==> config.mk <==
export PLATFORM = sky130hd
export DESIGN_NAME = cpu_top
export DESIGN_NICKNAME = d
export VERILOG_FILES = /design/src/common/cu_pkg.sv /design/src/design/cpu_top.sv /design/src/datapath/datapath.sv /design/src/control_unit/microsequencer.sv /design/src/control_unit/microstore_rom.sv /design/src/design/alu.sv
export SDC_FILE = /design/constraint.sdc
export NUM_CORES = 1
export LEC_CHECK = 0
export ABC_CLOCK_PERIOD_IN_PS = 5770
export BUFFER_PORTS_ARGS = -buffer_cell sky130_fd_sc_hd__buf_2
export CORE_ASPECT_RATIO = 0.6
export CORE_MARGIN = 2
export CORE_UTILIZATION = 25
export CTS_BUF_LIST = sky130_fd_sc_hd__clkbuf_8
export DETAILED_ROUTE_END_ITERATION = 12
export PLACE_DENSITY_LB_ADDON = 0.08
export SYNTH_ARGS = -nofsm -noshare
export SYNTH_HDL_FRONTEND = slang
export SYNTH_SLANG_ARGS = --single-unit
==> constraint.sdc <==
create_clock -name clk -period 5.77 [get_ports clk]
set_clock_uncertainty 0.2 [all_clocks]
set_input_delay 0.577 -clock clk [delete_from_list [all_inputs] [get_ports clk]]
set_output_delay 0.577 -clock clk [all_outputs]
set_load 0.03 [all_outputs]
==> src/common/cu_pkg.sv <==
// Shared definitions for the microprogrammed CPU
// Opcodes, sequencer and ALU enums, bus sources, microword layout, dispatch constants

package cu_pkg;

	parameter int UADDR_W        = 7;
	parameter int UWORD_W        = 45;
	parameter int FETCH_UADDR    = 0;
	parameter int DISPATCH_BASE  = 8;
	parameter int ROUTINE_STRIDE = 4;

	// Byte one of an instruction is {opcode, rd, rs}
	typedef enum logic [3:0] {
		OP_NOP,
		OP_LDI,
		OP_LD,
		OP_ST,
		OP_ADD,
		OP_SUB,
		OP_AND,
		OP_OR,
		OP_XOR,
		OP_SHL,
		OP_SHR,
		OP_MOV,
		OP_JMP,
		OP_JZ,
		OP_JC,
		OP_HLT
	} opcode_e;

	typedef enum logic [2:0] {
		SEQ_NEXT,
		SEQ_JUMP,
		SEQ_DISPATCH,
		SEQ_BR_ZERO,
		SEQ_BR_CARRY,
		SEQ_HALT
	} seq_op_e;

	typedef enum logic [2:0] {
		ALU_PASS_B,
		ALU_ADD,
		ALU_SUB,
		ALU_AND,
		ALU_OR,
		ALU_XOR,
		ALU_SHL,
		ALU_SHR
	} alu_op_e;

	typedef enum logic [1:0] {
		SRC_MEM,
		SRC_REG_RS,
		SRC_ALU,
		SRC_REG_RD
	} bus_src_e;

	typedef struct packed {
		logic [UADDR_W-1:0] next_addr;  // Target for JUMP and the flag branches
		seq_op_e            seq_op;
		alu_op_e            alu_op;
		bus_src_e           bus_src;
		logic               addr_from_mar;
		logic               mem_rd;
		logic               mem_wr;
		logic               pc_inc;
		logic               pc_ld;
		logic               ir_ld;
		logic               mar_ld;
		logic               rf_we;
		logic               flags_ld;
		logic [20:0]        reserved;  // Always zero
	} micro_word_t;

endpackage
==> src/design/cpu_top.sv <==
// Top level of the microprogrammed CPU
// Control unit, datapath and ALU on one byte-wide memory bus

`timescale 1ns/1ps

module cpu_top #(
	parameter logic [7:0] RESET_PC = 8'h00
) (
	input  logic       clk,
	input  logic       rst_n,
	output logic [7:0] mem_addr,
	output logic       mem_rd,
	output logic       mem_wr,
	output logic [7:0] mem_wdata,
	input  logic [7:0] mem_rdata,
	output logic       halted
);
	import cu_pkg::*;

	logic [UADDR_W-1:0] upc;
	micro_word_t        uword;
	opcode_e            opcode;
	logic               zero;
	logic               carry;
	alu_op_e            alu_op;
	logic [7:0]         alu_a;
	logic [7:0]         alu_b;
	logic [7:0]         alu_result;
	logic               alu_carry;
	logic               alu_zero;

	microsequencer u_seq (
		.clk    (clk),
		.rst_n  (rst_n),
		.uword  (uword),
		.opcode (opcode),
		.zero   (zero),
		.carry  (carry),
		.upc    (upc),
		.halted (halted)
	);

	microstore_rom u_rom (
		.index (upc),
		.out   (uword)
	);

	datapath #(
		.RESET_PC (RESET_PC)
	) u_dp (
		.clk        (clk),
		.rst_n      (rst_n),
		.uword      (uword),
		.halted     (halted),
		.mem_rdata  (mem_rdata),
		.alu_result (alu_result),
		.alu_carry  (alu_carry),
		.alu_zero   (alu_zero),
		.opcode     (opcode),
		.zero       (zero),
		.carry      (carry),
		.mem_addr   (mem_addr),
		.mem_rd     (mem_rd),
		.mem_wr     (mem_wr),
		.mem_wdata  (mem_wdata),
		.alu_op     (alu_op),
		.alu_a      (alu_a),
		.alu_b      (alu_b)
	);

	alu u_alu (
		.op       (alu_op),
		.a        (alu_a),
		.b        (alu_b),
		.carry_in (carry),
		.result   (alu_result),
		.carry    (alu_carry),
		.zero     (alu_zero)
	);

endmodule

==> src/datapath/datapath.sv <==
// CPU datapath steered by the microword
// PC, IR, MAR, four general registers, flags, internal bus and memory strobes

`timescale 1ns/1ps

module datapath #(
	parameter logic [7:0] RESET_PC = 8'h00
) (
	input  logic                clk,
	input  logic                rst_n,
	input  cu_pkg::micro_word_t uword,
	input  logic                halted,
	input  logic [7:0]          mem_rdata,
	input  logic [7:0]          alu_result,
	input  logic                alu_carry,
	input  logic                alu_zero,
	output cu_pkg::opcode_e     opcode,
	output logic                zero,
	output logic                carry,
	output logic [7:0]          mem_addr,
	output logic                mem_rd,
	output logic                mem_wr,
	output logic [7:0]          mem_wdata,
	output cu_pkg::alu_op_e     alu_op,
	output logic [7:0]          alu_a,
	output logic [7:0]          alu_b
);
	import cu_pkg::*;

	logic [7:0] pc;
	logic [7:0] ir;
	logic [7:0] mar;
	logic [7:0] rf [4];
	logic [1:0] rd;
	logic [1:0] rs;
	logic [7:0] pre_bus;
	logic [7:0] bus;

	assign opcode = opcode_e'(ir[7:4]);
	assign rd     = ir[3:2];
	assign rs     = ir[1:0];

	// The ALU sees the bus value the mux would carry without the ALU tap
	always_comb begin
		case (uword.bus_src)
			SRC_MEM:    pre_bus = mem_rdata;
			SRC_REG_RD: pre_bus = rf[rd];
			default:    pre_bus = rf[rs];
		endcase
	end

	assign bus = (uword.bus_src == SRC_ALU) ? alu_result : pre_bus;

	assign alu_op = uword.alu_op;
	assign alu_a  = rf[rd];
	assign alu_b  = pre_bus;

	assign mem_addr  = uword.addr_from_mar ? mar : pc;
	assign mem_wdata = bus;
	assign mem_rd    = uword.mem_rd & ~halted;
	assign mem_wr    = uword.mem_wr & ~halted;

	always_ff @(posedge clk) begin
		if (!rst_n) begin
			pc    <= RESET_PC;
			ir    <= 8'h00;
			mar   <= 8'h00;
			zero  <= 1'b0;
			carry <= 1'b0;
		end else begin
			if (uword.pc_ld)
				pc <= bus;
			else if (uword.pc_inc)
				pc <= pc + 8'd1;
			if (uword.ir_ld)
				ir <= bus;
			if (uword.mar_ld)
				mar <= bus;
			if (uword.flags_ld) begin
				zero  <= alu_zero;
				carry <= alu_carry;
			end
		end
	end

	always_ff @(posedge clk) begin
		if (uword.rf_we)
			rf[rd] <= bus;  // Destination is always the rd field
	end

	// Stores only go to the operand address, never to the instruction stream
	wr_from_mar: assert property (@(posedge clk) disable iff (!rst_n)
			mem_wr |-> uword.addr_from_mar)
		else $error("mem_wr with address from PC 0x%0h", pc);

endmodule

==> src/control_unit/microsequencer.sv <==
// Micro-program counter and next-address selection
// Opcode dispatch, flag branches and the sticky halt register

`timescale 1ns/1ps

module microsequencer (
	input  logic                       clk,
	input  logic                       rst_n,
	input  cu_pkg::micro_word_t        uword,
	input  cu_pkg::opcode_e            opcode,
	input  logic                       zero,
	input  logic                       carry,
	output logic [cu_pkg::UADDR_W-1:0] upc,
	output logic                       halted
);
	import cu_pkg::*;

	localparam int LAST_UADDR = DISPATCH_BASE + ROUTINE_STRIDE * 15;

	logic [UADDR_W-1:0] upc_next;
	logic [UADDR_W-1:0] dispatch_addr;

	assign dispatch_addr = UADDR_W'(DISPATCH_BASE + ROUTINE_STRIDE * int'(opcode));

	always_comb begin
		case (uword.seq_op)
			SEQ_NEXT:     upc_next = upc + 1'b1;
			SEQ_JUMP:     upc_next = uword.next_addr;
			SEQ_DISPATCH: upc_next = dispatch_addr;
			SEQ_BR_ZERO:  upc_next = zero ? uword.next_addr : upc + 1'b1;
			SEQ_BR_CARRY: upc_next = carry ? uword.next_addr : upc + 1'b1;
			default:      upc_next = upc;  // HALT holds the current word
		endcase
	end

	always_ff @(posedge clk) begin
		if (!rst_n) begin
			upc    <= UADDR_W'(FETCH_UADDR);
			halted <= 1'b0;
		end else begin
			upc <= upc_next;
			if (uword.seq_op == SEQ_HALT)
				halted <= 1'b1;
		end
	end

	halted_sticky: assert property (@(posedge clk) disable iff (!rst_n) halted |=> halted)
		else $error("halted fell without a reset");

	upc_in_range: assert property (@(posedge clk) disable iff (!rst_n) upc <= LAST_UADDR)
		else $error("upc 0x%0h beyond the last routine", upc);

endmodule

==> src/control_unit/microstore_rom.sv <==
// Combinational microcode ROM
// Fetch, dispatch and one routine per opcode at its dispatch slot

`timescale 1ns/1ps

module microstore_rom (
	input  logic [cu_pkg::UADDR_W-1:0] index,
	output cu_pkg::micro_word_t        out
);
	import cu_pkg::*;

	// ctl order: addr_from_mar mem_rd mem_wr pc_inc pc_ld ir_ld mar_ld rf_we flags_ld
	function automatic micro_word_t uw(seq_op_e seq, logic [UADDR_W-1:0] nxt, alu_op_e alu,
			bus_src_e src, logic [8:0] ctl);
		micro_word_t w;
		w               = '0;
		w.next_addr     = nxt;
		w.seq_op        = seq;
		w.alu_op        = alu;
		w.bus_src       = src;
		w.addr_from_mar = ctl[8];
		w.mem_rd        = ctl[7];
		w.mem_wr        = ctl[6];
		w.pc_inc        = ctl[5];
		w.pc_ld         = ctl[4];
		w.ir_ld         = ctl[3];
		w.mar_ld        = ctl[2];
		w.rf_we         = ctl[1];
		w.flags_ld      = ctl[0];
		return w;
	endfunction

	always_comb begin
		case (index)
			// Fetch reads the opcode byte at the PC, then dispatch
			7'd0:  out = uw(SEQ_NEXT,     7'd0,  ALU_PASS_B, SRC_MEM,    9'b010101000);
			7'd1:  out = uw(SEQ_DISPATCH, 7'd0,  ALU_PASS_B, SRC_MEM,    9'b000000000);
			7'd8:  out = uw(SEQ_JUMP,     7'd0,  ALU_PASS_B, SRC_MEM,    9'b000000000);
			7'd12: out = uw(SEQ_JUMP,     7'd0,  ALU_PASS_B, SRC_MEM,    9'b010100010);
			7'd16: out = uw(SEQ_NEXT,     7'd0,  ALU_PASS_B, SRC_MEM,    9'b010100100);
			7'd17: out = uw(SEQ_JUMP,     7'd0,  ALU_PASS_B, SRC_MEM,    9'b110000010);
			7'd20: out = uw(SEQ_NEXT,     7'd0,  ALU_PASS_B, SRC_MEM,    9'b010100100);
			7'd21: out = uw(SEQ_JUMP,     7'd0,  ALU_PASS_B, SRC_REG_RD, 9'b101000000);
			7'd24: out = uw(SEQ_JUMP,     7'd0,  ALU_ADD,    SRC_ALU,    9'b000000011);
			7'd28: out = uw(SEQ_JUMP,     7'd0,  ALU_SUB,    SRC_ALU,    9'b000000011);
			7'd32: out = uw(SEQ_JUMP,     7'd0,  ALU_AND,    SRC_ALU,    9'b000000011);
			7'd36: out = uw(SEQ_JUMP,     7'd0,  ALU_OR,     SRC_ALU,    9'b000000011);
			7'd40: out = uw(SEQ_JUMP,     7'd0,  ALU_XOR,    SRC_ALU,    9'b000000011);
			7'd44: out = uw(SEQ_JUMP,     7'd0,  ALU_SHL,    SRC_ALU,    9'b000000011);
			7'd48: out = uw(SEQ_JUMP,     7'd0,  ALU_SHR,    SRC_ALU,    9'b000000011);
			7'd52: out = uw(SEQ_JUMP,     7'd0,  ALU_PASS_B, SRC_REG_RS, 9'b000000010);
			7'd56: out = uw(SEQ_JUMP,     7'd0,  ALU_PASS_B, SRC_MEM,    9'b010010000);
			// Conditional jumps skip the address byte when not taken
			7'd60: out = uw(SEQ_BR_ZERO,  7'd62, ALU_PASS_B, SRC_MEM,    9'b000000000);
			7'd61: out = uw(SEQ_JUMP,     7'd0,  ALU_PASS_B, SRC_MEM,    9'b000100000);
			7'd62: out = uw(SEQ_JUMP,     7'd0,  ALU_PASS_B, SRC_MEM,    9'b010010000);
			7'd64: out = uw(SEQ_BR_CARRY, 7'd66, ALU_PASS_B, SRC_MEM,    9'b000000000);
			7'd65: out = uw(SEQ_JUMP,     7'd0,  ALU_PASS_B, SRC_MEM,    9'b000100000);
			7'd66: out = uw(SEQ_JUMP,     7'd0,  ALU_PASS_B, SRC_MEM,    9'b010010000);
			7'd68: out = uw(SEQ_HALT,     7'd0,  ALU_PASS_B, SRC_MEM,    9'b000000000);
			default: out = uw(SEQ_HALT,   7'd0,  ALU_PASS_B, SRC_MEM,    9'b000000000);
		endcase
	end

	// A read and a write in one word would put two bus cycles in one clock
	always_comb begin
		assert (!(out.mem_rd && out.mem_wr))
			else $error("microword at %0d sets mem_rd and mem_wr", index);
	end

endmodule

==> src/design/alu.sv <==
// Eight-bit ALU with carry and zero outputs

`timescale 1ns/1ps

module alu (
	input  cu_pkg::alu_op_e op,
	input  logic [7:0]      a,
	input  logic [7:0]      b,
	input  logic            carry_in,
	output logic [7:0]      result,
	output logic            carry,
	output logic            zero
);
	import cu_pkg::*;

	logic [8:0] sum;

	assign sum = {1'b0, a} + {1'b0, b};

	always_comb begin
		carry = 1'b0;
		case (op)
			ALU_ADD: begin
				result = sum[7:0];
				carry  = sum[8];
			end
			ALU_SUB: begin
				result = a - b;
				carry  = (a >= b);  // Set when no borrow
			end
			ALU_AND: result = a & b;
			ALU_OR:  result = a | b;
			ALU_XOR: result = a ^ b;
			ALU_SHL: begin
				result = {a[6:0], 1'b0};
				carry  = a[7];
			end
			ALU_SHR: begin
				result = {1'b0, a[7:1]};
				carry  = a[0];
			end
			default: begin
				result = b;
				carry  = carry_in;
			end
		endcase
	end

	assign zero = (result == 8'h00);

endmodule

* Word-level counts from Yosys, hierarchy flattened
Memories as Yosys holds them, arrays and structs flattened. A register that Yosys moved wholly into a read port is not among the register bits. Cells that the tools add are included.
Word-level totals: register bits after elaboration 34, memory bits (writable) 32, input port bits 10, output and inout port bits 19, logic and storage cells 85, memories 1
Memory list:
- u_dp.rf | depth 4, width 8, read ports 2, clocked after memory_dff 2, write ports 1, RTL line datapath.sv:33 | logic [7:0] rf [4];
Operators by class: $add $sub $neg 5, order comparisons 1, equality and inequality tests 36, multiplexer cells 17, bitwise operators 6, reductions and logical operators 12
Operators with widths (count):
- $pmux 45 s19 | 1
- $eq 7x6->1 const B | 10
- $pmux 8 s7 | 1
- $eq 7x5->1 const B | 6
- $pmux 7 s5 | 1
- $mux 8 | 4
- $eq 7x7->1 const B | 3
- $eq 3x3->1 const B | 6
- $pmux 8 s2 | 1
- $eq 7x4->1 const B | 2
- $mux 7 | 2
- $eq 3x2->1 const B | 4
- $reduce_bool 5->1 | 2
- $add 8x8->9 | 1
- $add 8x1->8 const B | 1
- $and 8x8->8 | 1
- $ge 8x8->1 | 1
- $logic_not 8->1 | 1
- $mux 2 | 4
- $or 8x8->8 | 1
- $sub 8x8->8 | 1
- $xor 8x8->8 | 1
- $add 4x6->7 const A | 1
- $add 7x1->7 const B | 1
- 14 further kinds | 20

* Depth between registers and ports, before layout
word-level depth 10, mapped depth 22, gate-level depth less buffers 19

* Hierarchy
A second synthesis with hierarchy kept.
Second synthesis, totals: cell total of the unflattened synthesis 668, area total of the unflattened synthesis 5924.4 sq um
Modules (own cells, without submodules):
- datapath | instances 1, cells each 278, area each 3260.6 sq um, sequential area each 1561.5 sq um
- alu | instances 1, cells each 208, area each 1438.9 sq um, sequential area each 0.0 sq um
- microstore_rom | instances 1, cells each 107, area each 633.1 sq um, sequential area each 0.0 sq um
- microsequencer | instances 1, cells each 75, area each 591.8 sq um, sequential area each 160.2 sq um

* Worst setup path after synthesis
OpenSTA, ideal clock, no wires.
kind flip-flop to output port, start point register u_seq.upc[2] (netlist name), end point output mem_wdata[7], data arrival time 4492 ps, required time 4993 ps, setup slack 501 ps, cell stages (with the launch flop) 19, buffers on the path 3, cell sequence dfxtp_1 buf_2 buf_1 o21ai_0 a22o_1 nand2_1 nand2_1 ha_1 clkbuf_1 mux2i_1 inv_1 ha_1 nor3_1 o31ai_1 a21oi_1 o21ba_2 or3_1 a21oi_1 o32a_1
On the way: word-level cells in the longest chain between the ends 8, elaborated cells on any way between the ends 45, those cells by class add/sub (2); eq/ne (31); mux (4); bitwise (3); reduce/logical (5)
RTL lines:
- from (decl) | RTL line microsequencer.sv:13 | output logic [cu_pkg::UADDR_W-1:0] upc,
- from (signal assigned) | RTL line microsequencer.sv:38 | upc <= UADDR_W'(FETCH_UADDR);
- from (signal assigned) | RTL line microsequencer.sv:41 | upc <= upc_next;
- $eq 7x6->1, or another cell as far along | RTL line microstore_rom.sv:34 | case (index)
- $reduce_or 3->1 (no line) or $reduce_or 2->1 (tied branches)
- $pmux 45 s19 * | RTL line microstore_rom.sv:34
- $eq 2x2->1 or $logic_not 2->1 (tied branches) | RTL line datapath.sv:45 | case (uword.bus_src)
- $pmux 8 s2 | RTL line datapath.sv:45
- $sub 8x8->8, or another cell as far along | RTL line alu.sv:28 | result = a - b;
- $pmux 8 s7 | RTL line alu.sv:22 | case (op)
- $mux 8 * | RTL line datapath.sv:52 | assign bus = (uword.bus_src == SRC_ALU) ? alu_result : pre_bus;
- to (decl) | RTL line cpu_top.sv:14 | output logic [7:0] mem_wdata,
Mark *: on every way between the ends. The rest lies on a longest branch, timed or not.

* Final worst setup path
start point register u_seq.upc[0] (netlist name), end point output mem_wdata[7]
The elaborated chain is that of the path after synthesis.

==> impl_metrics.toml <==
[route]
wl_um = 17800
drtIter0Drc = 384
drc = 0
ant_nets = 0
via_count = 4608
drt-vias-per-instance = 5.22
wire_per_inst_um = 20.2
drtPass1Iterations = 5

[clocking]
cts-root-buf = "clkbuf_8"
numCtsBuffers = 9
htreeDepth = 3
clock_path_buffers = 2
cts_setup_buffers = 0
cts_tree = "yes"
clkSinkCount = 70
postCtsHoldBufs = 0
clock_latency_ns = 0.36
clkSlewWorstSetupHoldPaths_ns = 0.08

[place]
pre_cts_ws_ns = 0.565
dp_hpwl_um = 13800
numPortBuffers = 28
place_congestion = 0.858

[pwr]
power_density_nw_per_um2 = 480
power_leakage_nw = 2.28
irDropWorstVdd_mv = 0.194

[synth]
ys_async_sr_fraction_pct = 0
synthMuxAreaShare_pct = 9.30
syn_avg_cell_area_um2 = 9.01
synth_cell_types = 72
synth.area.top_cells = "edfxtp_1, dfxtp_1, ha_1"
yosys.area_share.simple_pct = 19.0
synthXorXnorAreaFrac_pct = 1.72
syn_nets = 612
synth_most_common_cell = "nand2_1"
synth_common_cells = "nand2_1, nor2_1, dfxtp_1"
yosysWarnings = 0
synth-seq-cells = 70
synth_cells = 566
syn_area_um2 = 5100
synth_ff_type = "dfxtp_1"
synth_top_family_by_area = "compound AO/OA/AOI/OAI gates"
synth_compound_area_share_pct = 21.4
synthAdderAreaFrac_pct = 9.13
synth_top_cell_by_area = "edfxtp_1"
synth_top_area_share_pct = 18.9
yosysSeqAreaShare_pct = 33.8
synth_edf_count = 32

[sta]
worst_pin_slew_ns = 0.918
slew_headroom_pct = 38.2
fin_setup_tns_ns = 0
fin_ws_ns = 0.296
period_minus_slack_ns = 5.47
finalHoldViolations = 0
period_share_pct = 94.9
setup_violations = 0
slew_violations = 0
max_freq_mhz = 183
rsz0062_at_grt = "false"

[floorplan]
start_util_pct = 25.5
dieArea_um2 = 21600
fp.dieW_um = 188
num_rows = 40
num_io_pins = 29
core-area_um2 = 20000
die_h_um = 115

[critical_path]
critPathRequiredTime_ns = 4.99
cp.arrival_ns = 4.70
path_cells = "inv_1 > ha_1 > nand2_1 > o21ai_1 > nand2_1 > ha_1 > inv_1 > a221oi_1 > nor2_1 > ha_1 > buf_4 > a21oi_1 > nand2_1 > a31o_2 > a31oi_1 > xor2_1 > o21ai_0 > o32a_1 > buf_2"
critPathMaxFanout = 7
critPathLaunchType = "flop"
slowest_delay_ns = 0.35
crit_slowest_cell = "nor2_1"
r2r-start = "u_seq.upc[0]"
cp_top_family = "compound AO/OA/AOI/OAI gates"
endpoint_kind = "output port"
critPathLaunch = "u_seq.upc[0]"
path_buf_inv = 4
critical_path_class = "flop to output port"

[hold_path]
min_from = "u_dp.mar[4]"
hp-class = "flop to flop"

[layout]
layout.nets = 651
area_delta_synth_final_pct = 15.2
diodes = 0
final_layout_size_suffix_gt1_share_pct = 18.4

[global_route]
antenna_found_initial = 0
grt_max_degree = 24
grt_pass1_wl_um = 27300
grt_use_total_pct = 16.9
grt_overflow = 0
grt_pass1_vias = 4437

[run_status]
outcome = "finished clean"

[job]
maxCapViolations = 0
[area by class of cell]
| class | instances | area, um2 |
|---|---|---|
| clock buffer | 9 | 124 |
| fill | 2149 | 14100 |
| inverter | 37 | 139 |
| timing repair buffer | 61 | 388 |
| multi-input combinational | 426 | 3120 |
| tap | 273 | 342 |
| sequential | 70 | 1720 |
| clock inverter | 7 | 43.8 |
[where the power goes]
part	internal, mW	total (mW)	switching [mW]
clock network	0.153	0.353	0.200
logic	0.655	1.75	1.09
registers	0.621	0.718	0.0977
total	1.43	2.82	1.39
[worst paths after layout]
kind | depth (start not counted) | end | slack, ns
worst max-delay path | 19 | mem_wdata[7] | 0.30
worst min-delay path | 2 | u_dp.mar[4] | 0.29
worst max register to register | 21 | u_dp.pc[6] | 1.08
worst min register to register | 2 | u_dp.mar[4] | 0.29
[flip-flops by register name, summed over array words and instances (netlist names), named ones only]
signal / flops
u_seq.halted: 1
u_dp.rf: 32
u_seq.upc: 7
u_dp.carry: 1
u_dp.pc: 8
u_dp.mar: 8
u_dp.ir: 8
u_dp.zero: 1
[worst min-delay path, cell delays in order, from the launching register on]
cell	delay (ns)
dfxtp_1	0.32
o21ai_0	0.07
a21oi_1	0.06
[layout by cell type (no fill, tap or decap), types with 4 or more instances in the layout]
cell / count
nand2_1: 65
nor2_1: 53
inv_1: 39
dfxtp_1: 38
buf_4: 33
ha_1: 32
edfxtp_1: 32
buf_2: 28
o21ai_0: 25
a21oi_1: 24
mux4_2: 16
nor3_1: 15
nand3_1: 11
a22oi_1: 11
a211oi_1: 10
a31oi_1: 9
a221oi_1: 9
clkbuf_8: 9
mux2i_1: 8
a21o_1: 6
nor2b_1: 6
nand2b_1: 6
xnor2_1: 6
o22ai_1: 6
xor2_1: 4
and2_1: 4
nand4b_1: 4
nand4_1: 4
a221o_1: 4
nand3b_1: 4
o21a_1: 4
a21boi_0: 4
and3_1: 4
nor4_1: 4
[metal layers]
metal  up-vias  track usage [%]  share of wire [%]
li1       2188                -                  -
met1      2248             26.3                 53
met2       163             23.6                 40
met3         9             3.59                6.9
met4         0             3.02               0.54
met5         -                0                  0
[metrics by stage]
stage,power [mW],instance area (um2),hold slack [ns],utilization (%),instances
detailed placement,2.44,5680,0.277,28.4,867
floorplan,1.86,5100,0.254,-,566
global route,3.02,5870,0.309,29.3,883
CTS,2.80,5850,0.291,29.2,883
global placement,2.46,5680,0.276,28.4,867
finish,2.82,5870,0.286,29.3,883
[cells by family (layout without fill, tap and decap cells)]
group	Yosys count	in the layout
simple gates	199	199
fa+ha+maj	36	36
flops	70	70
xor+xnor	10	10
buf+inv	70	114
mux	27	27
compound gates	154	154
[what timing repair did]
| item | 4_1_cts | 5_1_grt |
|---|---|---|
| resized for setup | 0 | 8 |
| setup endpoints to repair | 0 | 2 |
| endpoints found under the hold margin | 0 | 0 |
No activity file was read; power rests on OpenSTA's default activity.
